File: src/logic/board_pkg.sv
package board_pkg;

  // one uart byte, one led column pattern, the accumulator
  typedef logic [7:0]  byte_t;
  typedef logic [15:0] word_t;  // instruction or received pair
  typedef logic [9:0]  addr_t;  // 1024 program words

  // opcode lives in bits 15..12 of a word
  typedef enum logic [3:0] {
    op_nop  = 4'h0,
    op_ldi  = 4'h1,  // reg0 = imm
    op_addi = 4'h2,  // reg0 += imm, wraps
    op_xori = 4'h3,  // reg0 ^= imm
    op_out  = 4'h4   // reg0 to uart tx
  } opcode_t;

  // ff ff closes a program
  localparam word_t end_word = 16'hffff;

  // row 0 marker
  localparam byte_t row_marker = 8'b10101010;

endpackage

File: src/logic/program_loader.sv
`timescale 1ns/1ps

module program_loader (
  input  logic             sys_clk,
  input  logic             rst_n,
  input  board_pkg::byte_t rx_byte,
  input  logic             rx_strobe,
  output logic             wr_en,
  output board_pkg::addr_t wr_addr,
  output board_pkg::word_t wr_data,
  output board_pkg::word_t recv_word,
  output board_pkg::addr_t word_count,
  output logic             prog_done
);
  import board_pkg::*;

  logic  phase;      // 0 waits for high byte, 1 for low byte
  word_t next_word;  // recv_word once this byte lands

  assign next_word  = {recv_word[7:0], rx_byte};
  assign wr_data    = recv_word;  // wr_en trails the pair by one cycle
  assign word_count = wr_addr;    // words written so far

  always_ff @(posedge sys_clk or negedge rst_n) begin
    if (!rst_n) begin
      phase     <= 1'b0;
      recv_word <= '0;
      wr_en     <= 1'b0;
      wr_addr   <= '0;
      prog_done <= 1'b0;
    end else begin
      wr_en <= 1'b0;
      if (wr_en) wr_addr <= wr_addr + 1'b1;  // step after each write
      if (rx_strobe) begin
        recv_word <= next_word;
        if (prog_done) begin
          // new program starts, this byte is its first high byte
          prog_done <= 1'b0;
          phase     <= 1'b1;
          wr_addr   <= '0;
        end else begin
          phase <= ~phase;
          if (phase) begin
            if (next_word == end_word) prog_done <= 1'b1;  // terminator, not stored
            else wr_en <= 1'b1;
          end
        end
      end
    end
  end

endmodule

File: config.mk
export PLATFORM = sky130hd
export DESIGN_NAME = program_loader
export DESIGN_NICKNAME = d
export VERILOG_FILES = /design/src/logic/board_pkg.sv /design/src/logic/program_loader.sv
export SDC_FILE = /design/constraint.sdc
export NUM_CORES = 1
export LEC_CHECK = 0
export ABC_AREA = 1
export BUFFER_PORTS_ARGS = -buffer_cell sky130_fd_sc_hd__buf_2
export CAP_MARGIN = 20
export CELL_PAD_IN_SITES_DETAIL_PLACEMENT = 0
export CELL_PAD_IN_SITES_GLOBAL_PLACEMENT = 1
export CORE_UTILIZATION = 27
export DETAILED_ROUTE_END_ITERATION = 7
export GPL_ROUTABILITY_DRIVEN = 1
export HOLD_SLACK_MARGIN = 0.06
export PLACE_DENSITY_LB_ADDON = 0.1
export SLEW_MARGIN = 5
export SYNTH_ARGS = -nofsm -noshare
export SYNTH_HDL_FRONTEND = slang
export SYNTH_SLANG_ARGS = --single-unit
File: constraint.sdc
create_clock -name sys_clk -period 2 [get_ports sys_clk]
set_input_delay 0.3 -clock sys_clk [delete_from_list [all_inputs] [get_ports sys_clk]]
set_output_delay 0.3 -clock sys_clk [all_outputs]
set_load 0.01 [all_outputs]
==> metrics.txt <==
Filler cells 584; Die Wd 76.6 um; starting density of the core ~29%; Cells after DPL between 200 and 300; Routed WL 3110 um; Reg-to-Reg Start word_count[0]; switching fraction of total power 36.8%; maxcap violations 0; antenna viol nets, final 0; # setup viols final 0; Vias/cell 4.15; highest-count cells in the layout ignoring fill and taps buf_2 (64), nand2_1 (58), dfrtp_1 (29), inv_1 (14), nor2_1 (12); period utilisation layout 63.5%; Total GRT Usage 11.7%; die area 5870 um2; combinational power share 31.1%; share of cells above drive strength 1 35.9%; crit-path cells buf_2; maximum fanout along the worst path 9; Synth area leaders dfrtp_1 (48%), nand2_1 (14%), buf_4 (14%); commonest non-fill, non-tap cell in the layout buf_2; H-tree depth 2; final antenna diode count 0; dpl ws approximately 0.77 ns; TritonCTS clock tree done; largest area contributor in the netlist dfrtp_1; r2r setup slk a little under 0.8 ns; Final Util 33.9%; Syn-to-layout area delta 18.2%; clk_skew between 0.002 and 0.0025 ns; Min-Delay Path Class in -> async; vias in the first global route 1,097; WS Path Type reg -> out; Max Slew Vio Count 0; Crit-path slowest cell dfrtp_1; Top delay family on crit path flip-flops; Fin. Hold Viols 0; Avg Cell Area, Syn around 8.3 um2; worst reg2reg path depth 6; Hold-fix buffers, CTS 0; status complete, no violations; Data required, critical path 1.70 ns; Sink Count 29; Final TNS setup 0 ns; drt pass-1 iters 4; Final Critical Period approximately 1.3 ns; Cell Count, Final, Fillers Out around 300; core area 5240 um2; fmax between 0.7 and 0.8 GHz; internal power 1.22 mW; reg-to-reg endpoint word_count[8]; DIE HEIGHT 76.6 um; VDD IR max about 0.35 mV; clock share of power 24.5%; routed length per instance roughly 11 um; I/O Buffers 64; Flop pwr share 44.4%; 1st-iter DRT viols 27; I/O pin cnt 65; sequential fraction of the synthesis area 48.3%; hpwl dp 2330 um; first-pass GRT wire length between 5000 and 6000 um; post-synthesis cell area 1500 um2; initial antenna violation count 0; largest net degree at the start of global routing 30; Power per Cell Area 1090 nW/um2; CTS resizes 0; post-route design area ~1800 um2; relative slew slack 55.5%; post-CTS setup buffers 0; Clock Tree Root clkbuf_8; Least-Margin Pin Slew ~0.67 ns; CP bufs+invs 1; routed via count 1,215; Arr. time, crit path 0.97 ns; WHS around 0.060 ns; Remaining DRCs 0; crit end category primary output; Syn Inst Count 182; Final Net Count 235; clock buffer depth 2; top cell type's share of synthesized area 48.3%; clock slew at reported path FFs 0.06 ns; P_leak 1.01 nW; warnings from Yosys 0; TritonCTS Buffers 5; Tot Pwr 1.93 mW; Final GP Congestion 0.738; setup ws final roughly 0.73 ns; Post-Syn Nets approximately 190; Post-DP Area 1690 um2; largest stage delay on the critical path 0.50 ns; remaining global-route overflow 0; RSZ-0062 raised after global routing no; worst skew pair latency 0.27 ns; Seq cells post-synth 29; NetSw 0.711 mW; # rows 26; crit start category flip-flop; Cell variety after synth 18
==> cell usage after synthesis <==
cell type,instances
dfrtp_1,29
a31oi_1,1
inv_4,1
ha_1,1
nor2_1,12
inv_1,14
nor3_2,1
nand4_1,2
nand2_1,58
nand3_2,1
a21oi_1,8
nand2_2,4
o21ai_0,10
nand3_1,4
buf_4,28
nor3_1,3
buf_2,2
nor2_4,3
==> worst reg2reg max path, stage by stage, from the launching register on <==
cell and delay [ns]:
dfrtp_1 0.44, ha_1 0.21, nand3_2 0.13, nor2_4 0.16
nand3_1 0.08, nand2_1 0.06, nor2_1 0.04
==> layer usage <==
layer	global-route usage, %	up-vias	part of all wire [%]
met5	0	-	0
met3	3.83	7	5.7
li1	-	619	-
met1	14.2	548	43
met4	5.19	0	1.6
met2	18.7	41	49
==> state kept, by name, summed over array words and instances, names as in the netlist <==
name,cells
prog_done,1
wr_en,1
phase,1
recv_word,16
word_count,10
==> final cells by class <==
class,instances,area (um2),area share [%]
inverters,15,58.8,3.31
repair buffers,64,320,18.0
clock buffers,7,86.3,4.86
multi-input cells,108,498,28.0
flip-flops and latches,29,726,40.8
well taps,70,87.6,4.93
==> how the worst max path moves through the flow <==
stage	start	endpoint	slack, ns	depth (start not counted)
finish	wr_en	wr_en	0.73	1
global route	word_count[0]	word_count[8]	0.62	6
CTS	wr_en	wr_en	0.72	1
detailed placement	rx_strobe	wr_en	0.77	5
global placement	rx_strobe	wr_en	0.80	5
floorplan	word_count[0]	word_count[8]	0.79	6
==> kinds of logic (layout without fill, tap and decap cells) <==
logic type	Yosys count	in the layout	share of synthesized area [%]
AND/OR/NAND/NOR	88	88	25.9
buffers and inverters	45	86	18.6
flip-flops	29	29	48.3
AO/OA/AOI/OAI	19	19	6.41
adder cells (fa/ha/maj)	1	1	0.833
==> power groups by stage <==
| stage | registers [mW] | logic [mW] | clock network, mW |
|---|---|---|---|
| final | 0.860 | 0.601 | 0.473 |
| after global routing | 0.888 | 0.674 | 0.530 |
| after CTS | 0.863 | 0.613 | 0.499 |
| after detailed placement | 0.873 | 0.611 | 0 |
| after global placement | 0.863 | 0.617 | 0 |
| after floorplan | 0.902 | 0.443 | 0 |
Power figures use the tool's default switching activity.
