File: src/logic/board_pkg.sv
package board_pkg;

  // one uart byte, one led column pattern, the accumulator
  typedef logic [7:0]  byte_t;
  typedef logic [15:0] word_t;  // instruction or received pair
  typedef logic [9:0]  addr_t;  // 1024 program words

  // opcode lives in bits 15..12 of a word
  typedef enum logic [3:0] {
    op_nop  = 4'h0,
    op_ldi  = 4'h1,  // reg0 = imm
    op_addi = 4'h2,  // reg0 += imm, wraps
    op_xori = 4'h3,  // reg0 ^= imm
    op_out  = 4'h4   // reg0 to uart tx
  } opcode_t;

  // ff ff closes a program
  localparam word_t end_word = 16'hffff;

  // row 0 marker
  localparam byte_t row_marker = 8'b10101010;

endpackage

File: src/logic/led_matrix_scan.sv
`timescale 1ns/1ps

module led_matrix_scan #(
  parameter int scan_period = 27000,
  parameter int scan_gap    = 500
) (
  input  logic             sys_clk,
  input  logic             rst_n,
  input  board_pkg::byte_t reg0,
  input  board_pkg::word_t recv_word,
  output board_pkg::byte_t led_col,
  output logic [8:0]       led_row
);
  import board_pkg::*;

  localparam int cw = $clog2(scan_period);
  localparam logic [cw-1:0] cnt_last = cw'(scan_period - 1);
  localparam logic [cw-1:0] on_lo    = cw'(scan_gap);
  localparam logic [cw-1:0] on_hi    = cw'(scan_period - scan_gap);

  logic [cw-1:0] counter;    // cycles inside the current row
  logic [2:0]    row_index;
  logic          led_on;

  // dark at both ends so neighbouring rows never ghost
  assign led_on  = (counter >= on_lo) && (counter < on_hi);
  assign led_row = led_on ? (9'd1 << row_index) : 9'd0;

  always_ff @(posedge sys_clk or negedge rst_n) begin
    if (!rst_n) begin
      counter   <= '0;
      row_index <= '0;
    end else if (counter == cnt_last) begin
      counter   <= '0;
      row_index <= row_index + 1'b1;  // wraps at 8
    end else begin
      counter <= counter + 1'b1;
    end
  end

  always_comb begin
    case (row_index)
      3'd0:    led_col = row_marker;
      3'd1:    led_col = reg0;
      3'd2:    led_col = recv_word[15:8];
      3'd3:    led_col = recv_word[7:0];
      default: led_col = 8'h00;  // rows 4..7 unused
    endcase
  end

endmodule

File: config.mk
export PLATFORM = sky130hd
export DESIGN_NAME = led_matrix_scan
export DESIGN_NICKNAME = d
export VERILOG_FILES = /design/src/logic/board_pkg.sv /design/src/logic/led_matrix_scan.sv
export SDC_FILE = /design/constraint.sdc
export NUM_CORES = 1
export LEC_CHECK = 0
export BUFFER_PORTS_ARGS = -buffer_cell sky130_fd_sc_hd__buf_4
export CAP_MARGIN = 0
export CORE_UTILIZATION = 49
export DETAILED_ROUTE_END_ITERATION = 10
export GPL_ROUTABILITY_DRIVEN = 0
export PLACE_DENSITY = 0.79
export SYNTH_ARGS = -nofsm -noshare
export SYNTH_HDL_FRONTEND = slang
export SYNTH_SLANG_ARGS = --single-unit
File: constraint.sdc
create_clock -name sys_clk -period 1.91 [get_ports sys_clk]
set_input_delay 0.191 -clock sys_clk [delete_from_list [all_inputs] [get_ports sys_clk]]
set_output_delay 0.191 -clock sys_clk [all_outputs]
set_load 0.02 [all_outputs]
==> results.yml <==
critical_path:
  startpoint_type: "flip-flop"
  startpoint: "counter[5]$_DFF_PN0_"
  crit_arrival_ps: 1910
  cp-end-kind: "primary output"
  path_buf_inv: 1
  crit_family: "simple AND/OR/NAND/NOR gates"
  critPathRequiredTime_ps: 1720
  r2r-start: "counter[0]$_DFF_PN0_"
  cp_max_fo: 4
  crit_type: "flip-flop to primary output"
  cp_slowest_stage_delay_ps: 550
  reg2reg_slack_ps: 90
  path_cells: "or4_4 > o21ai_4 > a21oi_4 > and4bb_1 > buf_6"
  cp_slowest_cell: "or4_4"
  reg2regPathDepth: 5
  crit_cells: 5
logic_synthesis:
  synth_cells: 135
  synth-simple-area-share_pct: 27.28
  yosys.area_share.adder_pct: 8.114
  ys_types: 38
  synth_compound_area_share_pct: 12.17
  ys_seq_area_share_pct: 36.51
  synth_top_family_by_area: "simple AND/OR/NAND/NOR gates"
  synth_area_um2: 1234
  synth_warnings: 0
  synth_xor_area_share_pct: 7.809
  syn_avg_cell_area_um2: 9.138
  synthMuxAreaShare_pct: 1.724
  syn-num-nets: 169
  ys_ff_latch: 18
cts:
  clockBufferDepth: 2
  cts-root-buf: "clkbuf_4"
  cts_tree: "done"
  clock_latency_ps: 300
  clk_pin_slew_worst_paths_ps: 100
  numCtsBuffers: 3
  cts_sinks: 18
  h-tree-depth: 1
detailed_routing:
  drtIter0Drc: 35
  drtPass1Iterations: 5
  postRouteAntennaNets: 0
  routed_wirelength_mm: 3.132
  wl_per_cell_um: 14.50
  dr_total_vias: 1224
  drc: 0
  viasPerCell: 5.667
place:
  dp.final_hpwl_mm: 2.262
  portBuffers: 41
  place_inst: 206
floorplan:
  core_um2: 2297
  fp.dieH_um: 52.18
  ioPinCount: 43
  row_count: 17
  die_width_um: 52.18
  die_area_um2: 2722
  initial_core_util_pct: 53.70
run_status:
  violations: "negative setup slack"
  outcome: "finished with violations"
sta:
  finalCritPeriodShare_pct: 109.8
  setup_violations: 8
  fin_skew_ps: 5.518
  rsz0062_at_grt: "yes"
  max_freq_ghz: 0.4770
  holdWs_ps: 275.1
  min_period_ps: 2096
  setup_slack_ps: -186.3
  slew_violations: 0
  hold_viol: 0
pwr:
  powerDensity_nw_per_um2: 369.8
  ir_drop_v: 0.0004037
  leakagePower_nw: 0.8309
cells_and_area:
  finish.utilization_pct: 78.32
  antenna_cells: 0
  fin_cells: 216
  drive_above_1_share_pct: 42.02
  finalNetCount: 223
  syn2layout_area_growth_pct: 45.84
global_routing:
  grt_max_degree: 19
  grt_first_pass_wirelength_mm: 4.609
  antenna_found_initial: 0
  grt_pass1_vias: 1041
  gr-usage-all-layers_pct: 23.52
  grt_overflow: 0
hold_path:
  hp-class: "input port to asynchronous set/reset pin"
flow_run:
  max_cap_viol_count: 0
layout make-up:
| class | count | area, um2 |
|---|---|---|
| Tap cell | 28 | 35.03 |
| Clock buffer | 4 | 36.28 |
| Timing Repair Buffer | 55 | 445.4 |
| Multi-Input combinational cell | 102 | 795.8 |
| Inverter | 9 | 33.78 |
| Fill cell | 149 | 498.0 |
| Sequential cell | 18 | 452.9 |
synth_stat cells, drive strengths merged:
master	n	area share, %
nand3b	1	0.61
a21oi	2	1.1
clkbuf	3	0.91
nor2	17	5.2
xor2	7	5.0
o211ai	2	1.2
and4	2	1.4
o21ai	7	3.1
o31ai	1	0.61
mux2i	1	0.81
nand4bb	1	0.91
nor4	3	2.7
nand2	15	4.6
ha	8	8.1
or3	1	0.91
buf	3	2.4
nor2b	2	1.0
inv	9	2.7
a222oi	4	3.2
nand4	4	2.0
dfrtp	18	37
and4bb	1	1.0
or4	2	1.5
and3	2	1.1
and2b	1	0.61
mux2	1	0.91
xnor2	4	2.8
conb	1	0.30
nand3	8	3.7
a221oi	4	2.8
through the flow:
stage                     power [mW]  TNS, ps  cell area [um2]  setup WS [ps]
final                         0.6654    -1168             1799         -186.3
after global routing          0.6946    -1858             1799         -248.4
after CTS                     0.6700   -573.8             1688         -187.3
after detailed placement      0.4375        0             1595          113.3
after global placement        0.4362        0             1595          163.4
after floorplan               0.3919        0             1234          112.9
sequential cells by signal, summed over array words and instances (netlist names):
| register | count |
|---|---|
| row_index | 3 |
| counter | 15 |
cell usage in the layout, fill, tap and decap left out, types with 4 or more instances in the layout:
| master | netlist | layout |
|---|---|---|
| buf_4 | 1 | 46 |
| a221oi_1 | 4 | 4 |
| nor2_1 | 17 | 14 |
| nand2_1 | 15 | 15 |
| buf_6 | 2 | 8 |
| ha_1 | 8 | 4 |
| xnor2_1 | 4 | 4 |
| nand3_1 | 7 | 7 |
| nand4_1 | 4 | 4 |
| inv_1 | 9 | 7 |
| a222oi_1 | 4 | 4 |
| dfrtp_1 | 18 | 16 |
| xor2_1 | 7 | 7 |
cell families after synthesis:
group | Yosys count
AOI/OAI and AO/OA | 20
xor gates and xnor gates | 11
adders and majority gates | 8
and+or+nand+nor | 60
other | 1
muxes | 2
DFF | 18
buffers and inverters | 15
repair_timing:
| item | 4_1_cts | 5_1_grt |
|---|---|---|
| resized for setup | 8 | 24 |
| setup buffers | 1 | 4 |
| gates cloned | 0 | 0 |
| hold endpoints to repair | 18 | 0 |
| hold buffers | 1 | 0 |
| pin swaps | 10 | 6 |
| endpoints found under the setup margin | 12 | 16 |
power by group:
group / total, mW / internal [mW] / switching, mW
sequential: 0.381 / 0.381 / 0
combinational: 0.0505 / 0.0333 / 0.0172
clock: 0.234 / 0.116 / 0.118
total: 0.665 / 0.530 / 0.135
per-layer routing:
layer | vias to the layer above | track usage [%] | wire (um) | share of wire (%)
li1 | 582 | - | - | -
met1 | 573 | 27.73 | 1271 | 41
met3 | 4 | 4.638 | 260 | 8.3
met2 | 65 | 39.74 | 1558 | 50
met5 | - | 0 | 0 | 0
met4 | 0 | 13.16 | 41 | 1.3
worst paths after layout:
| check | endpoint |
|---|---|
| worst max-delay path | led_row[0] |
| worst min-delay path | counter[13]$_DFF_PN0_ |
| worst max register to register | counter[14]$_DFF_PN0_ |
| worst min register to register | counter[10]$_DFF_PN0_ |
| max in group asynchronous | row_index[1]$_DFFE_PN0N_ |
| min in group sys_clk | counter[10]$_DFF_PN0_ |
(Power assumes the default switching activity.)
