[src/logic/board_pkg.sv]
package board_pkg;

  // one uart byte, one led column pattern, the accumulator
  typedef logic [7:0]  byte_t;
  typedef logic [15:0] word_t;  // instruction or received pair
  typedef logic [9:0]  addr_t;  // 1024 program words

  // opcode lives in bits 15..12 of a word
  typedef enum logic [3:0] {
    op_nop  = 4'h0,
    op_ldi  = 4'h1,  // reg0 = imm
    op_addi = 4'h2,  // reg0 += imm, wraps
    op_xori = 4'h3,  // reg0 ^= imm
    op_out  = 4'h4   // reg0 to uart tx
  } opcode_t;

  // ff ff closes a program
  localparam word_t end_word = 16'hffff;

  // row 0 marker
  localparam byte_t row_marker = 8'b10101010;

endpackage

[src/logic/tiny_cpu.sv]
`timescale 1ns/1ps

module tiny_cpu (
  input  logic             sys_clk,
  input  logic             rst_n,
  input  logic             prog_done,
  input  board_pkg::addr_t word_count,
  output board_pkg::addr_t rd_addr,
  input  board_pkg::word_t rd_data,
  output board_pkg::byte_t reg0,
  output board_pkg::byte_t tx_byte,
  output logic             tx_strobe,
  input  logic             tx_busy
);
  import board_pkg::*;

  addr_t   pc;          // next address to fetch
  logic    exec_valid;  // rd_data holds the word at pc - 1
  byte_t   acc;
  opcode_t op;
  byte_t   imm;
  logic    exec_on;
  logic    stall;       // out waiting for the transmitter

  assign op      = opcode_t'(rd_data[15:12]);
  assign imm     = rd_data[7:0];
  assign exec_on = prog_done && exec_valid;
  assign stall   = exec_on && (op == op_out) && tx_busy;

  // on a stall re-read the held word so rd_data keeps it
  assign rd_addr = stall ? pc - 1'b1 : pc;

  assign reg0      = prog_done ? acc : 8'h00;  // zero while loading
  assign tx_byte   = acc;
  assign tx_strobe = exec_on && (op == op_out) && !tx_busy;

  always_ff @(posedge sys_clk or negedge rst_n) begin
    if (!rst_n) begin
      pc         <= '0;
      exec_valid <= 1'b0;
    end else if (!prog_done) begin
      pc         <= '0;  // parked until a program is complete
      exec_valid <= 1'b0;
    end else if (!stall) begin
      exec_valid <= (pc < word_count);
      if (pc < word_count) pc <= pc + 1'b1;
    end
  end

  // execute stage
  always_ff @(posedge sys_clk or negedge rst_n) begin
    if (!rst_n) begin
      acc <= '0;
    end else if (!prog_done) begin
      acc <= '0;
    end else if (exec_on && !stall) begin
      case (op)
        op_ldi:  acc <= imm;
        op_addi: acc <= acc + imm;  // mod 256
        op_xori: acc <= acc ^ imm;
        default: acc <= acc;        // nop, out and unused codes
      endcase
    end
  end

endmodule

[config.mk]
export PLATFORM = sky130hd
export DESIGN_NAME = tiny_cpu
export DESIGN_NICKNAME = d
export VERILOG_FILES = /design/src/logic/board_pkg.sv /design/src/logic/tiny_cpu.sv
export SDC_FILE = /design/constraint.sdc
export NUM_CORES = 1
export LEC_CHECK = 0
export CAP_MARGIN = 20
export CORE_MARGIN = 4
export CORE_UTILIZATION = 50
export DETAILED_ROUTE_END_ITERATION = 10
export DONT_BUFFER_PORTS = 1
export PLACE_DENSITY = 0.68
export SYNTH_ARGS = -nofsm -noshare
export SYNTH_HDL_FRONTEND = slang
export SYNTH_SLANG_ARGS = --single-unit
[constraint.sdc]
create_clock -name sys_clk -period 1.9 [get_ports sys_clk]
set_input_delay 0.38 -clock sys_clk [delete_from_list [all_inputs] [get_ports sys_clk]]
set_output_delay 0.38 -clock sys_clk [all_outputs]
set_load 0.02 [all_outputs]
==> summary.md <==
| Metric | Value |
|---|---|
| Synthesized netlist net count | `274` |
| Largest net degree at the start of global routing | `20` |
| Violations in the final reports | `negative setup slack` |
| Final hold violations | `0` |
| CP Data Arrival Time | `1.96 ns` |
| Fill count | `202` |
| Max-cap violations | `0` |
| Antenna diode count | `0` |
| Number of nets in the finished design | `324` |
| Maximum operating frequency | `0.427 GHz` |
| Hold Path Class | `primary input to register` |
| Static leakage | `1.28 nW` |
| Placer's final routability congestion estimate | `0.784` |
| Part of the total power dissipated in the clock network | `24.6%` |
| Most used flip-flop cell after synthesis | `dfrtp_1` |
| First-pass GRT wire length | `8.31 mm` |
| Deepest clock path buffer count | `2` |
| Die Area | `0.00459 sq mm` |
| Slew Limit Fails | `0` |
| VDD IR max | `0.479 mV` |
| Multi-input gate area | `0.00161 sq mm` |
| RSZ-0062 raised after global routing | `true` |
| Kind of critical path | `register to primary output` |
| Post-synthesis instance total | `225` |
| TritonCTS clock tree | `done` |
| Chip Height | `67.7 um` |
| Met1 WL | `2.17 mm` |
| Cell area after layout | `0.00271 sq mm` |
| Psw | `311 uW` |
| PnR worst setup slack | `-0.442 ns` |
| Total Routing Usage GR | `24.1%` |
| Final setup violation count | `23` |
| Number of buffer cells added on primary ports | `0` |
| Largest driver fanout on the critical path | `2` |
| Power per cell area | `341 mW/mm^2` |
| Ys async rst share | `100%` |
| Status | `finished with violations` |
| Clock-pin slew on the worst setup and hold paths | `0.12 ns` |
| Post-synthesis sequential element count | `19` |
| Number of enable flip-flop cells after synthesis | `0` |
| Power share of the combinational group | `29.2%` |
| Worst-Margin Slew | `0.974 ns` |
| Initial antenna violation count | `0` |
| Worst rel slew slack | `34.9%` |
| Boundary Pins | `57` |
| Highest metal layer with signal wires | `met4` |
| Post-Synthesis Mean Instance Area | `7.93 sq um` |
| Count of routing violations after the opening detailed-route iteration | `90` |
| DR WL met2 | `3.10 mm` |
| Half-perimeter wire length after detailed placement | `3.87 mm` |
| Initial cell density of the core | `52.6%` |
| Core outline area | `0.00339 sq mm` |
| Metal3 WL | `374 um` |
| Post-route DRC violation count | `0` |
| Critical path required time | `1.52 ns` |
| Share of final-layout standard cells stronger than drive strength 1 | `44.5%` |
| Distinct cell type count after synthesis | `40` |
| Sequential Power Share | `46.2%` |
| Pre-antenna DRT Iters | `4` |
| Worst Setup Start Kind | `register` |
| Worst hold slack after final layout | `0.192 ns` |
| Worst path max stage delay | `0.44 ns` |
| DP Worst Slack | `-0.274 ns` |
| Largest delay contributor family on the critical path | `simple AND/OR/NAND/NOR gates` |
| Internal | `614 uW` |
| Count of H-tree levels built during CTS | `1` |
| Remaining antenna violation count | `0` |
| Critical path cell sequence | `or3_4 -> or3_4 -> nor3_4 -> xor2_2` |
| Clock insertion delay at the later pin of the skew report | `0.32 ns` |
| Top cell by count, worst path | `or3_4` |
| Clock skew after layout | `0.00473 ns` |
| Routed wire length | `5.84 mm` |
| Min cycle time layout | `2.34 ns` |
| Cell with the largest stage delay on the worst path | `dfrtp_2` |
| Growth of design area from synthesis to finish | `52.1%` |
| Final routed wire length divided by cell count | `18.3 um` |
| Post-placement cell area | `0.00218 sq mm` |
| Via density per instance | `6.05` |
| Final clock period utilization by the worst path | `123%` |
| Mapped Area | `0.00178 sq mm` |
| Final Total Pwr | `925 uW` |
| Crit path buffers/inverters | `0` |
| Root Buffer | `clkbuf_4` |
| Number of synthesis warnings | `0` |
| Via count of the first global-routing pass | `1867` |
| Sequential cell area | `482 sq um` |
| Number of buffers created by CTS | `3` |
| Overall overflow remaining after global route | `0` |
| Number of sinks on the clock net | `19` |
| Fraction of the yosys area taken by sequential cells | `26.6%` |
| Vias after detailed routing | `1935` |
| Endpoint class of the critical path | `primary output` |
| Width of the die | `67.7 um` |
| Num rows | `21` |
| Fraction of power spent switching nets | `33.7%` |
[routing by layer]
metal,up-vias,GRT usage (%)
met5,-,0
met4,0,9.37
met3,20,5.99
met2,83,43.1
met1,939,27.2
li1,893,-
[area by class of cell]
cell class,count,share of cell area (%)
inverters,21,3.00
repair buffers,52,16.8
clock buffers,4,0.968
multi-input cells,178,59.4
flip-flops and latches,19,17.8
well taps,46,2.12
[state kept, by name (all words and copies together) (netlist names)]
name / cells
exec_valid: 1
pc: 10
tx_byte: 8
[cells in the mapped netlist (all sizes together), types with 2 or more instances]
| cell | number | share of area [%] |
|---|---|---|
| mux2i | 3 | 1.7 |
| and2 | 9 | 3.2 |
| inv | 20 | 4.2 |
| nand3 | 14 | 4.2 |
| o31ai | 7 | 2.9 |
| clkbuf | 5 | 1.1 |
| a21o | 4 | 1.7 |
| nor3 | 6 | 1.7 |
| a21oi | 20 | 5.6 |
| xnor2 | 8 | 3.9 |
| and3 | 2 | 0.70 |
| o21ai | 8 | 2.2 |
| nor2 | 21 | 4.4 |
| or4 | 4 | 1.7 |
| nand2b | 2 | 0.70 |
| xor2 | 6 | 2.9 |
| a211oi | 4 | 1.7 |
| buf | 3 | 1.2 |
| nand4 | 3 | 1.1 |
| ha | 18 | 13 |
| dfrtp | 19 | 27 |
| nand2 | 21 | 4.4 |
| o221ai | 2 | 0.98 |
| or3 | 4 | 1.5 |
[placed cells by master (no fill, tap or decap), types with 4 or more instances in the layout]
master / count
xor2_2: 4
nor2_2: 5
ha_4: 5
ha_1: 12
nand3_1: 11
inv_1: 18
a211oi_1: 4
a21oi_2: 9
and2_1: 9
buf_4: 39
or3_4: 4
o31ai_1: 5
nand2_1: 17
dfrtp_1: 14
nor2_1: 13
dfrtp_2: 5
a21oi_1: 11
a21o_1: 4
xnor2_1: 6
buf_6: 10
[logic make-up (layout without fill, tap and decap cells)]
group / count (synthesis) / after routing / synth area share [%]
simple gates: 88 / 89 / 24.3
compound gates: 53 / 53 / 20.1
buf+inv: 29 / 77 / 6.66
fa+ha+maj: 19 / 19 / 13.7
flops: 19 / 19 / 26.6
xor+xnor: 14 / 14 / 6.87
mux: 3 / 3 / 1.68
[timing repair]
action,4_1_cts,5_1_grt
buffers inserted,8,11
pin swaps,16,14
hold buffers,1,0
cloned,1,0
setup endpoints to repair,17,25
endpoints found under the hold margin,19,0
resized for setup,33,43
[power by group through the flow]
stage | clock [mW] | sequential (mW) | combinational, mW
after floorplan | 0 | 0.442 | 0.140
after global placement | 0 | 0.434 | 0.187
after detailed placement | 0 | 0.434 | 0.200
after CTS | 0.233 | 0.426 | 0.229
after global routing | 0.246 | 0.429 | 0.294
final | 0.228 | 0.428 | 0.270
[worst paths after layout]
check	end	slack (ns)	cells after the start	start
worst max-delay path	rd_addr[9]	-0.44	4	pc[5]$_DFFE_PN0P_
worst min-delay path	pc[5]$_DFFE_PN0P_	0.19	2	prog_done
worst max register to register	pc[4]$_DFFE_PN0P_	-0.34	9	pc[4]$_DFFE_PN0P_
worst min register to register	pc[9]$_DFFE_PN0P_	0.70	3	pc[9]$_DFFE_PN0P_
max in group asynchronous	tx_byte[0]$_DFFE_PN0P_	0.59	1	rst_n
min in group asynchronous	tx_byte[6]$_DFFE_PN0P_	0.65	1	rst_n
[through the flow]
stage	cells	util [%]	TNS [ns]
6_report	320	80.1	-5.09
3_5_place_dp	295	64.2	-1.87
3_3_place_gp	295	64.2	-1.07
4_1_cts	309	71.4	-3.18
5_1_grt	320	80.1	-6.83
2_1_floorplan	225	-	-0.617
No activity file was read; power rests on OpenSTA's default activity.
