$ cat src/logic/board_pkg.sv
package board_pkg;

  // one uart byte, one led column pattern, the accumulator
  typedef logic [7:0]  byte_t;
  typedef logic [15:0] word_t;  // instruction or received pair
  typedef logic [9:0]  addr_t;  // 1024 program words

  // opcode lives in bits 15..12 of a word
  typedef enum logic [3:0] {
    op_nop  = 4'h0,
    op_ldi  = 4'h1,  // reg0 = imm
    op_addi = 4'h2,  // reg0 += imm, wraps
    op_xori = 4'h3,  // reg0 ^= imm
    op_out  = 4'h4   // reg0 to uart tx
  } opcode_t;

  // ff ff closes a program
  localparam word_t end_word = 16'hffff;

  // row 0 marker
  localparam byte_t row_marker = 8'b10101010;

endpackage

$ cat src/logic/uart_link.sv
`timescale 1ns/1ps

module uart_link #(
  parameter int clks_per_bit = 234
) (
  input  logic             sys_clk,
  input  logic             rst_n,
  input  logic             rx,
  output logic             tx,
  output board_pkg::byte_t rx_byte,
  output logic             rx_strobe,
  input  board_pkg::byte_t tx_byte,
  input  logic             tx_strobe,
  output logic             tx_busy
);
  import board_pkg::*;

  localparam int cw = $clog2(clks_per_bit);
  localparam logic [cw-1:0] bit_last  = cw'(clks_per_bit - 1);
  localparam logic [cw-1:0] half_last = cw'((clks_per_bit - 1) / 2);

  typedef enum logic [1:0] {rx_idle, rx_start, rx_bits, rx_stop} rx_state_t;
  typedef enum logic [1:0] {tx_idle, tx_start, tx_bits, tx_stop} tx_state_t;

  rx_state_t       rx_state;
  logic [1:0]      rx_sync;   // metastability guard
  logic [cw-1:0]   rx_cnt;
  logic [2:0]      rx_bit;
  byte_t           rx_shift;

  tx_state_t       tx_state;
  logic [cw-1:0]   tx_cnt;
  logic [2:0]      tx_bit;
  byte_t           tx_shift;

  assign rx_byte = rx_shift;  // stable until next frame
  assign tx_busy = (tx_state != tx_idle);

  always_ff @(posedge sys_clk or negedge rst_n) begin
    if (!rst_n) begin
      rx_sync   <= 2'b11;  // line idles high
      rx_state  <= rx_idle;
      rx_cnt    <= '0;
      rx_bit    <= '0;
      rx_shift  <= '0;
      rx_strobe <= 1'b0;
    end else begin
      rx_sync   <= {rx_sync[0], rx};
      rx_strobe <= 1'b0;
      case (rx_state)
        rx_idle: begin
          rx_cnt <= '0;
          if (!rx_sync[1]) rx_state <= rx_start;  // falling edge
        end
        rx_start: begin
          if (rx_cnt == half_last) begin
            rx_cnt   <= '0;
            rx_bit   <= '0;
            rx_state <= rx_sync[1] ? rx_idle : rx_bits;  // high again means a glitch
          end else begin
            rx_cnt <= rx_cnt + 1'b1;
          end
        end
        rx_bits: begin
          if (rx_cnt == bit_last) begin
            rx_cnt   <= '0;
            rx_shift <= {rx_sync[1], rx_shift[7:1]};  // lsb first
            rx_bit   <= rx_bit + 1'b1;
            if (rx_bit == 3'd7) rx_state <= rx_stop;
          end else begin
            rx_cnt <= rx_cnt + 1'b1;
          end
        end
        rx_stop: begin
          if (rx_cnt == bit_last) begin
            rx_state  <= rx_idle;
            rx_strobe <= rx_sync[1];  // bad stop bit drops the frame
          end else begin
            rx_cnt <= rx_cnt + 1'b1;
          end
        end
        default: rx_state <= rx_idle;
      endcase
    end
  end

  // transmit side, tx is a flop so the line never glitches
  always_ff @(posedge sys_clk or negedge rst_n) begin
    if (!rst_n) begin
      tx       <= 1'b1;
      tx_state <= tx_idle;
      tx_cnt   <= '0;
      tx_bit   <= '0;
      tx_shift <= '0;
    end else begin
      case (tx_state)
        tx_idle: begin
          tx_cnt <= '0;
          if (tx_strobe) begin
            tx_shift <= tx_byte;
            tx       <= 1'b0;  // start bit
            tx_state <= tx_start;
          end
        end
        tx_start: begin
          if (tx_cnt == bit_last) begin
            tx_cnt   <= '0;
            tx_bit   <= '0;
            tx       <= tx_shift[0];
            tx_state <= tx_bits;
          end else begin
            tx_cnt <= tx_cnt + 1'b1;
          end
        end
        tx_bits: begin
          if (tx_cnt == bit_last) begin
            tx_cnt   <= '0;
            tx_bit   <= tx_bit + 1'b1;
            tx_shift <= tx_shift >> 1;
            if (tx_bit == 3'd7) begin
              tx       <= 1'b1;  // stop bit
              tx_state <= tx_stop;
            end else begin
              tx <= tx_shift[1];
            end
          end else begin
            tx_cnt <= tx_cnt + 1'b1;
          end
        end
        tx_stop: begin
          if (tx_cnt == bit_last) tx_state <= tx_idle;  // busy ends here
          else tx_cnt <= tx_cnt + 1'b1;
        end
        default: tx_state <= tx_idle;
      endcase
    end
  end

endmodule

$ cat config.mk
export PLATFORM = sky130hd
export DESIGN_NAME = uart_link
export DESIGN_NICKNAME = d
export VERILOG_FILES = /design/src/logic/board_pkg.sv /design/src/logic/uart_link.sv
export SDC_FILE = /design/constraint.sdc
export NUM_CORES = 1
export LEC_CHECK = 0
export BUFFER_PORTS_ARGS = -buffer_cell sky130_fd_sc_hd__buf_2
export CAP_MARGIN = 20
export CELL_PAD_IN_SITES_DETAIL_PLACEMENT = 1
export CELL_PAD_IN_SITES_GLOBAL_PLACEMENT = 2
export CORE_ASPECT_RATIO = 1.4
export CORE_MARGIN = 10
export CORE_UTILIZATION = 36
export CTS_BUF_LIST = sky130_fd_sc_hd__clkbuf_4
export DETAILED_ROUTE_END_ITERATION = 10
export PLACE_DENSITY_LB_ADDON = 0.2
export SYNTH_ARGS = -nofsm -noshare
export SYNTH_HDL_FRONTEND = slang
export SYNTH_SLANG_ARGS = --single-unit
$ cat constraint.sdc
create_clock -name sys_clk -period 1.7 [get_ports sys_clk]
set_input_delay 0.085 -clock sys_clk [delete_from_list [all_inputs] [get_ports sys_clk]]
set_output_delay 0.085 -clock sys_clk [all_outputs]
set_load 0.02 [all_outputs]
==> impl_metrics.json, run 1 <==
{
  "die_y_microns": 115,
  "ys.warnings.count": 0,
  "path_clk_slew_ns": 0.14,
  "synth_ff_type": "dfrtp_1",
  "grt_pass1_vias": 2063,
  "clock-sinks": 46,
  "grt-ovfl-total": 0,
  "min_to": "tx_shift[1]",
  "required_ns": 1.95,
  "grt_pass1_wl_microns": 9720,
  "drt_pass1_iterations": 3,
  "n_antenna_cell": 0,
  "irDropWorstVdd_v": 0.000423,
  "synth_edf_count": 0,
  "fin_crit_ns": 1.80,
  "rsz0062_at_grt": "yes",
  "die-area_sq_um": 10100,
  "fp.dieW_microns": 87.9,
  "finalHoldViolCount": 0,
  "max_cap_viol_count": 0,
  "r2r_setup_slack_ns": -0.1,
  "antenna_found_initial": 0,
  "cts_buffers": 5,
  "initial_core_util": 0.372,
  "r2r_start": "rx_cnt[1]",
  "tightest_slew_ns": 0.593,
  "core_area_sq_um": 6250,
  "layout.nets": 310,
  "grt_usage": 0.117,
  "async_reset_ff_frac": 1.00,
  "synthXorXnorAreaFrac": 0.0452,
  "cp-startpoint": "rx_cnt[1]",
  "cts_root_buf": "clkbuf_4",
  "status": "finished, violations left",
  "leakagePower_nw": 1.50,
  "clock_path_buffers": 2,
  "ant_nets": 0,
  "n_fill_cell": 680,
  "drt-total-wl_microns": 5730,
  "critPathKind": "reg -> reg",
  "synth_area_sq_um": 2330,
  "dp_hpwl_microns": 4150,
  "drive_gt1_frac": 0.428,
  "hold_start": "tx_byte[1]",
  "fin_crit_sh": 1.06,
  "clock_latency_ns": 0.36,
  "place_congestion": 0.758,
  "drc_errors": 0,
  "synth_mux_area_frac": 0.0565,
  "drtIter0Drc": 28,
  "synth_cells": 214,
  "synth_top_family_by_area": "compound AO/OA/AOI/OAI gates",
  "ys_seq_elements": 46,
  "max_freq_mhz": 557,
  "r2r-end": "rx_byte[2]",
  "synth_cell_type_count": 49,
  "worstHoldPathType": "in -> reg",
  "violations": "setup timing",
  "portBuffers": 22,
  "vias": 1890,
  "synth_simple_gate_area_frac": 0.141,
  "via_per_inst": 5.29,
  "htree_levels": 2,
  "postSynthAreaPerCell_sq_um": 10.9,
  "num_rows": 34,
  "worstHoldPathCells": 3,
  "slew_headroom": 0.604,
  "wl_per_cell_microns": 16.0,
  "skew_ns": 0.00590,
  "cts_tree": "built",
  "timing.setup.tns_ns": -0.728,
  "synth_compound_area_frac": 0.151,
  "synth_adder_area_share": 0.0753,
  "setup_viol": 9,
  "area_growth_pct": 36.5,
  "final-seq-area_sq_um": 1150,
  "worst-r2r-cell-count": 7,
  "floorplan.io_pins": 23,
  "ys_seq_area_frac": 0.497,
  "powerDensity_nw_per_um2": 576,
  "worst-path-max-fanout": 8,
  "report.final.slew_viol_count": 0,
  "fin_total_pwr_w": 0.00183,
  "worst_setup_path_end_kind": "flip-flop",
  "start_kind": "flip-flop",
  "critPathArrivalTime_ns": 2.05,
  "grt_max_degree": 47,
  "setup_ws_ns": -0.0954,
  "multi_input_area_sq_um": 1280,
  "syn_nets": 240
}
worst max-delay path by stage:
stage	cells after the start	slack [ns]	end
floorplan	7	-0.15	rx_byte[0]
global placement	7	-0.09	rx_byte[2]
detailed placement	7	-0.12	rx_byte[2]
CTS	5	-0.09	rx_byte[2]
global route	8	-0.17	rx_cnt[0]
finish	7	-0.1	rx_byte[2]
repair_timing:
item / in CTS / in global routing
endpoints found under the setup margin: 31 / 37
pin swaps: 0 / 4
resized for setup: 22 / 33
buffers inserted: 1 / 2
hold buffers: 2 / 0
hold endpoints to repair: 44 / 0
routing by layer:
layer | up-vias | wire length [microns] | global-route usage
met1 | 957 | 2240 | 0.129
li1 | 910 | - | -
met5 | - | 0 | 0
met4 | 0 | 62 | 0.0320
met3 | 6 | 176 | 0.0241
met2 | 17 | 3240 | 0.218
report_power, final:
part	switching, W	internal [W]	total (W)
Clock	0.000363	0.000326	0.000689
Sequential	0.00000189	0.00110	0.00110
Combinational	0.0000254	0.0000138	0.0000392
Total	0.000390	0.00144	0.00183
kinds of logic after synthesis:
logic type | Yosys count
simple gates | 63
compound gates | 46
flops | 46
buf+inv | 21
fa+ha+maj | 14
xor+xnor | 12
mux | 12
registers in the layout, indices dropped and copies added (netlist names), named ones only:
signal,cells
tx_shift,8
tx_bit,3
rx_bit,3
tx_state,2
tx_cnt,8
tx,1
rx_sync,2
rx_cnt,8
rx_strobe,1
rx_state,1
rx_byte,8
worst max-delay path, stage by stage (launching register included):
cell and delay (ns):
dfrtp_1 0.41, inv_2 0.07, ha_2 0.17, nand2_2 0.06, or3_4 0.35, nor3_4 0.15, buf_12 0.16, mux2_4 0.30
synth_stat cells, types with 3 or more instances:
| library cell | count | area, sq um |
|---|---|---|
| nand2b_1 | 3 | 18.8 |
| mux2_2 | 9 | 101 |
| o21a_1 | 7 | 52.6 |
| ha_1 | 14 | 175 |
| nand3_1 | 12 | 60.1 |
| clkbuf_1 | 5 | 18.8 |
| dfstp_2 | 3 | 78.8 |
| o21ai_0 | 7 | 35.0 |
| inv_1 | 14 | 52.6 |
| nor3_1 | 7 | 35.0 |
| xor2_1 | 5 | 43.8 |
| dfrtp_1 | 43 | 1080 |
| o22a_1 | 7 | 61.3 |
| a21oi_1 | 3 | 15.0 |
| mux2i_1 | 3 | 30.0 |
| nor2_1 | 16 | 60.1 |
| xnor2_1 | 7 | 61.3 |
| nand2_1 | 10 | 37.5 |
metrics by stage:
| step | cell area (sq um) | utilization | worst slack, ns | cells | hold slack, ns |
|---|---|---|---|---|---|
| floorplan | 2330 | - | -0.153 | 214 | -0.211 |
| global placement | 2840 | 0.455 | -0.0850 | 345 | 0.190 |
| detailed placement | 2840 | 0.455 | -0.125 | 345 | 0.191 |
| CTS | 3030 | 0.484 | -0.0916 | 356 | 0.0391 |
| global route | 3170 | 0.508 | -0.174 | 357 | 0.0383 |
| finish | 3170 | 0.508 | -0.0954 | 357 | 0.0584 |
cell usage in the layout, fill, tap and decap left out, types with 6 or more instances in the layout:
cell type / n
buf_2: 21
buf_4: 41
clkbuf_4: 6
dfrtp_1: 43
ha_1: 10
inv_1: 11
mux2_4: 8
nand2_1: 8
nand3_1: 12
nor2_1: 12
o21a_1: 7
o22a_1: 7
xnor2_1: 7
area by class of cell:
cell class / instances / share of cell area
tap: 72 / 0.0284
clock buffer: 6 / 0.0142
multi-input combinational: 147 / 0.405
timing repair buffer: 70 / 0.160
sequential: 46 / 0.364
clock inverter: 2 / 0.0118
inverter: 14 / 0.0166
(Power assumes the default switching activity.)
==> run 2: changes to the inputs <==
Settings changed: RECOVER_POWER from default to 50.
==> run 2 against run 1 <==
Against the previous run:
- the run still ends with setup timing left
- global-route usage did not move
- clock power barely moved
- sequential share of layout area barely moved
- combinational power fell by 2%
- critical path depth did not move
- final cell count did not move
- via count fell by 0.26%
- register-to-register slack barely moved
- first-iteration DRC count rose by 7.1%
- sequential cell count did not move
- power barely moved
- worst setup slack barely moved
==> impl_metrics.json, run 2 (synthesized netlist as in run 1, its figures left out) <==
{
  "hold_ws_ns": 0.0589,
  "wl_per_cell_microns": 16.1,
  "worst_setup_path_end_kind": "flip-flop",
  "setup_ws_ns": -0.0955,
  "p_comb_frac": 0.021,
  "grt_pass1_vias": 2063,
  "die_y_microns": 115,
  "area_growth_pct": 36.4,
  "path_clk_slew_ns": 0.14,
  "endpoint": "rx_byte[2]",
  "required_ns": 1.95,
  "grt_usage": 0.117,
  "max_freq_mhz": 557,
  "die-area_sq_um": 10100,
  "r2r-end": "rx_byte[2]",
  "worst-path-max-fanout": 8,
  "place_congestion": 0.758,
  "setup_viol": 9,
  "initial_core_util": 0.372,
  "slowest_stage": "dfrtp_1",
  "irDropWorstVdd_v": 0.000423,
  "htree_levels": 2,
  "cts_tree": "built",
  "status": "finished, violations left",
  "r2r_start": "rx_cnt[1]",
  "leakagePower_nw": 1.50,
  "timing.setup.tns_ns": -0.728,
  "skew_ns": 0.00536,
  "drt-total-wl_microns": 5730,
  "vias": 1885,
  "fp.dieW_microns": 87.9,
  "via_per_inst": 5.28,
  "grt_pass1_wl_microns": 9720,
  "max_cap_viol_count": 0,
  "drive_gt1_frac": 0.428,
  "n_antenna_cell": 0,
  "rsz0062_at_grt": "yes",
  "portBuffers": 22,
  "critPathKind": "reg -> reg",
  "n_fill_cell": 680,
  "p_switching_w": 0.000390,
  "worstHoldPathType": "in -> reg",
  "finalHoldViolCount": 0,
  "num_rows": 34,
  "cts_buffers": 5,
  "powerDensity_nw_per_um2": 576,
  "cp_cell_sequence": "inv_2 > ha_2 > nand2_2 > or3_4 > nor3_4 > buf_12 > mux2_4",
  "p_sw_frac": 0.213,
  "slew_headroom": 0.228,
  "layout_commonest_cell": "dfrtp_1",
  "critPathArrivalTime_ns": 2.05,
  "fin_crit_sh": 1.06,
  "drt_pass1_iterations": 3,
  "internal_power_w": 0.00144,
  "floorplan.io_pins": 23,
  "report.final.slew_viol_count": 0,
  "cts_root_buf": "clkbuf_4",
  "layout_common_cells": "43 x dfrtp_1, 40 x buf_4, 21 x buf_2",
  "violations": "setup timing",
  "fin_crit_ns": 1.80,
  "layout.nets": 310,
  "clock-sinks": 46,
  "grt-ovfl-total": 0,
  "tightest_slew_ns": 1.16,
  "drc_errors": 0,
  "antenna_found_initial": 0,
  "start_kind": "flip-flop",
  "r2r_setup_slack_ns": -0.1,
  "dp_hpwl_microns": 4150,
  "place_ws_ns": -0.125,
  "slowest_delay_ns": 0.41,
  "clock_path_buffers": 2,
  "drtIter0Drc": 30,
  "clock_latency_ns": 0.36,
  "ant_nets": 0,
  "cp-startpoint": "rx_cnt[1]",
  "pwr-share-seq": 0.602,
  "power.share.clock": 0.377,
  "grt_max_degree": 47,
  "core_area_sq_um": 6250,
  "worst-r2r-cell-count": 7
}
[run 2: cell type report]
cell class	instances	area, sq um	share of cell area
clock inverter	2	37.5	0.0118
tap	72	90.1	0.0284
inverter	14	52.6	0.0166
clock buffer	6	45.0	0.0142
timing repair buffer	70	507	0.160
multi-input combinational	147	1280	0.405
sequential	46	1150	0.364
[run 2: timing repair]
| item | CTS | global route |
|---|---|---|
| setup buffers | 1 | 2 |
| hold buffers | 2 | 0 |
| hold endpoints to repair | 44 | 0 |
| endpoints found under the setup margin | 31 | 37 |
| pin swaps | 0 | 4 |
| gates resized for setup | 22 | 33 |
[run 2: worst min path at each step]
stage / start / endpoint / depth (start not counted)
after floorplan: rst_n / async pin / 0
final: tx_byte[1] / tx_shift[1] / 3
after global placement: rx / rx_sync[0] / 1
after CTS: tx_byte[6] / tx_shift[6] / 3
after global routing: tx_byte[2] / tx_shift[2] / 3
after detailed placement: rx / rx_sync[0] / 1
[run 2: per-layer routing]
| layer | up-vias | global-route usage | share of wire |
|---|---|---|---|
| met4 | 0 | 0.0320 | 0.011 |
| met2 | 17 | 0.218 | 0.57 |
| li1 | 910 | - | - |
| met1 | 952 | 0.129 | 0.39 |
| met5 | - | 0 | 0 |
| met3 | 6 | 0.0241 | 0.031 |
[run 2: through the flow]
step | total power (W) | std cells | instance area (sq um) | utilization
detailed placement | 0.00116 | 345 | 2840 | 0.455
global placement | 0.00116 | 345 | 2840 | 0.455
finish | 0.00183 | 357 | 3170 | 0.507
global route | 0.00190 | 357 | 3170 | 0.507
floorplan | 0.00112 | 214 | 2330 | -
CTS | 0.00186 | 356 | 3030 | 0.484
[run 2: worst max-delay path, delay by kind of cell, from the launching register on]
family,cells,cell delay [ns]
muxes,1,0.30
DFF,1,0.41
buffers and inverters,2,0.23
adders and majority gates,1,0.17
and+or+nand+nor,3,0.56
[run 2: power by group through the flow]
stage             logic, W  clock network (W)  registers (W)
6_report         0.0000385           0.000689        0.00110
5_1_grt          0.0000450           0.000755        0.00110
4_1_cts          0.0000421           0.000721        0.00110
3_5_place_dp     0.0000389                  0        0.00112
3_3_place_gp     0.0000383                  0        0.00112
2_1_floorplan  0.000000839                  0        0.00112
==> run 3: changes to the inputs <==
Settings changed: REMOVE_ABC_BUFFERS from default to 1.
==> run 3 against run 2 <==
Against the previous run:
- the run still ends with setup timing left
- cell area fell by 2.1%
- power rose by 0.12%
- first-iteration DRC count rose by 67%
- die area did not move
- sequential share of layout area rose by 0.83 points
- global-route usage fell by 0.14 points
- critical path depth did not move
==> impl_metrics.json, run 3 (synthesized netlist as in run 1, its figures left out) <==
{
  "critPathKind": "reg -> reg",
  "ant_nets": 0,
  "drtIter0Drc": 50,
  "slowest_stage": "dfrtp_2",
  "place_congestion": 0.793,
  "r2r_start": "rx_cnt[0]",
  "n_antenna_cell": 0,
  "drt-total-wl_microns": 5570,
  "area_growth_pct": 33.5,
  "portBuffers": 22,
  "grt_pass1_vias": 2051,
  "initial_core_util": 0.372,
  "clock_latency_ns": 0.36,
  "p_comb_frac": 0.022,
  "worst_setup_path_end_kind": "flip-flop",
  "max_cap_viol_count": 0,
  "min_to": "tx_shift[6]",
  "path_clk_slew_ns": 0.14,
  "dp_hpwl_microns": 4250,
  "clock_path_buffers": 2,
  "wl_per_cell_microns": 15.6,
  "p_switching_w": 0.000405,
  "r2r_setup_slack_ns": -0.12,
  "die-area_sq_um": 10100,
  "irDropWorstVdd_v": 0.000452,
  "fin_crit_ns": 1.82,
  "cts_tree": "built",
  "layout.nets": 310,
  "n_fill_cell": 706,
  "floorplan.io_pins": 23,
  "internal_power_w": 0.00143,
  "core_area_sq_um": 6250,
  "finalHoldViolCount": 0,
  "drive_gt1_frac": 0.393,
  "violations": "setup timing",
  "htree_levels": 2,
  "final_cells": 357,
  "cts_buffers": 5,
  "worst-path-max-fanout": 8,
  "pwr-share-seq": 0.601,
  "fin_crit_sh": 1.07,
  "status": "finished, violations left",
  "fp.dieW_microns": 87.9,
  "rsz0062_at_grt": "yes",
  "drt_pass1_iterations": 4,
  "timing.setup.tns_ns": -0.846,
  "grt_usage": 0.116,
  "clock-sinks": 46,
  "p_sw_frac": 0.221,
  "powerDensity_nw_per_um2": 590,
  "skew_ns": 0.00536,
  "setup_ws_ns": -0.123,
  "hold_start": "tx_byte[6]",
  "critPathArrivalTime_ns": 2.08,
  "vias": 1865,
  "leakagePower_nw": 1.51,
  "slew_headroom": 0.230,
  "layout_common_cells": "42 x dfrtp_1, 41 x buf_4, 21 x buf_2",
  "r2r-end": "rx_byte[4]",
  "dp.cells": 343,
  "power.share.clock": 0.377,
  "slowest_delay_ns": 0.43,
  "critPathBufInv": 2,
  "layout_commonest_cell": "dfrtp_1",
  "worst-r2r-cell-count": 7,
  "cp-startpoint": "rx_cnt[0]",
  "grt-ovfl-total": 0,
  "grt_pass1_wl_microns": 9440,
  "drc_errors": 0,
  "via_per_inst": 5.22,
  "setup_viol": 12,
  "start_kind": "flip-flop",
  "worstHoldPathType": "in -> reg",
  "cts_root_buf": "clkbuf_4",
  "tightest_slew_ns": 1.15,
  "cp_cell_sequence": "buf_6 > ha_4 > nand2_4 > or3_4 > nor3_4 > buf_12 > mux2_2",
  "hold_ws_ns": 0.0557,
  "die_y_microns": 115,
  "required_ns": 1.96,
  "worstHoldPathCells": 3,
  "max_freq_mhz": 549,
  "report.final.slew_viol_count": 0,
  "grt_max_degree": 27,
  "crit_family": "simple AND/OR/NAND/NOR gates",
  "antenna_found_initial": 0,
  "num_rows": 34
}
-- run 3: power groups by stage --
| stage | registers, W | logic (W) | clock network [W] |
|---|---|---|---|
| 6_report | 0.00110 | 0.0000396 | 0.000690 |
| 5_1_grt | 0.00110 | 0.0000467 | 0.000771 |
| 4_1_cts | 0.00110 | 0.0000465 | 0.000722 |
| 3_5_place_dp | 0.00112 | 0.0000426 | 0 |
| 3_3_place_gp | 0.00112 | 0.0000426 | 0 |
| 2_1_floorplan | 0.00112 | 0.000000839 | 0 |
-- run 3: metal layers --
layer | vias to the layer above | global-route usage | share of wire
li1 | 911 | - | -
met3 | 2 | 0.0255 | 0.024
met5 | - | 0 | 0
met4 | 0 | 0.0352 | 0.0054
met2 | 18 | 0.219 | 0.55
met1 | 934 | 0.123 | 0.42
-- run 3: worst min-delay path, stage by stage --
cell and delay [ns]:
buf_2 0.08, o22a_1 0.13, o21a_1 0.10
-- run 3: worst max-delay path by stage --
stage	end	slack [ns]	cells past startpoint
2_1_floorplan	rx_byte[0]	-0.13	6
3_3_place_gp	rx_cnt[2]	-0.17	8
3_5_place_dp	rx_cnt[2]	-0.23	8
4_1_cts	rx_byte[4]	-0.10	5
5_1_grt	rx_byte[1]	-0.15	5
6_report	rx_byte[4]	-0.12	7
-- run 3: layout make-up --
class	instances	area [sq um]	area share
Sequential cell	46	1160	0.372
Clock inverter	3	43.8	0.0141
Clock buffer	5	37.5	0.0121
Tap cell	72	90.1	0.0290
Inverter	14	55.1	0.0177
Timing Repair Buffer	70	507	0.163
Multi-Input combinational cell	147	1210	0.391
-- run 3: what timing repair did --
| action | CTS | global route |
|---|---|---|
| pin swaps | 1 | 11 |
| endpoints found under the hold margin | 21 | 0 |
| resized for setup | 15 | 26 |
| buffers inserted | 1 | 4 |
| hold buffers | 2 | 0 |
| endpoints found under the setup margin | 24 | 26 |
-- run 3: metrics by stage --
stage               utilization  total power [W]  worst slack [ns]  area [sq um]
finish                    0.496          0.00183            -0.123          3100
global route              0.496          0.00192            -0.154          3100
CTS                       0.477          0.00187            -0.104          2980
detailed placement        0.454          0.00116            -0.234          2840
global placement          0.454          0.00116            -0.165          2840
floorplan                     -          0.00112            -0.134          2300
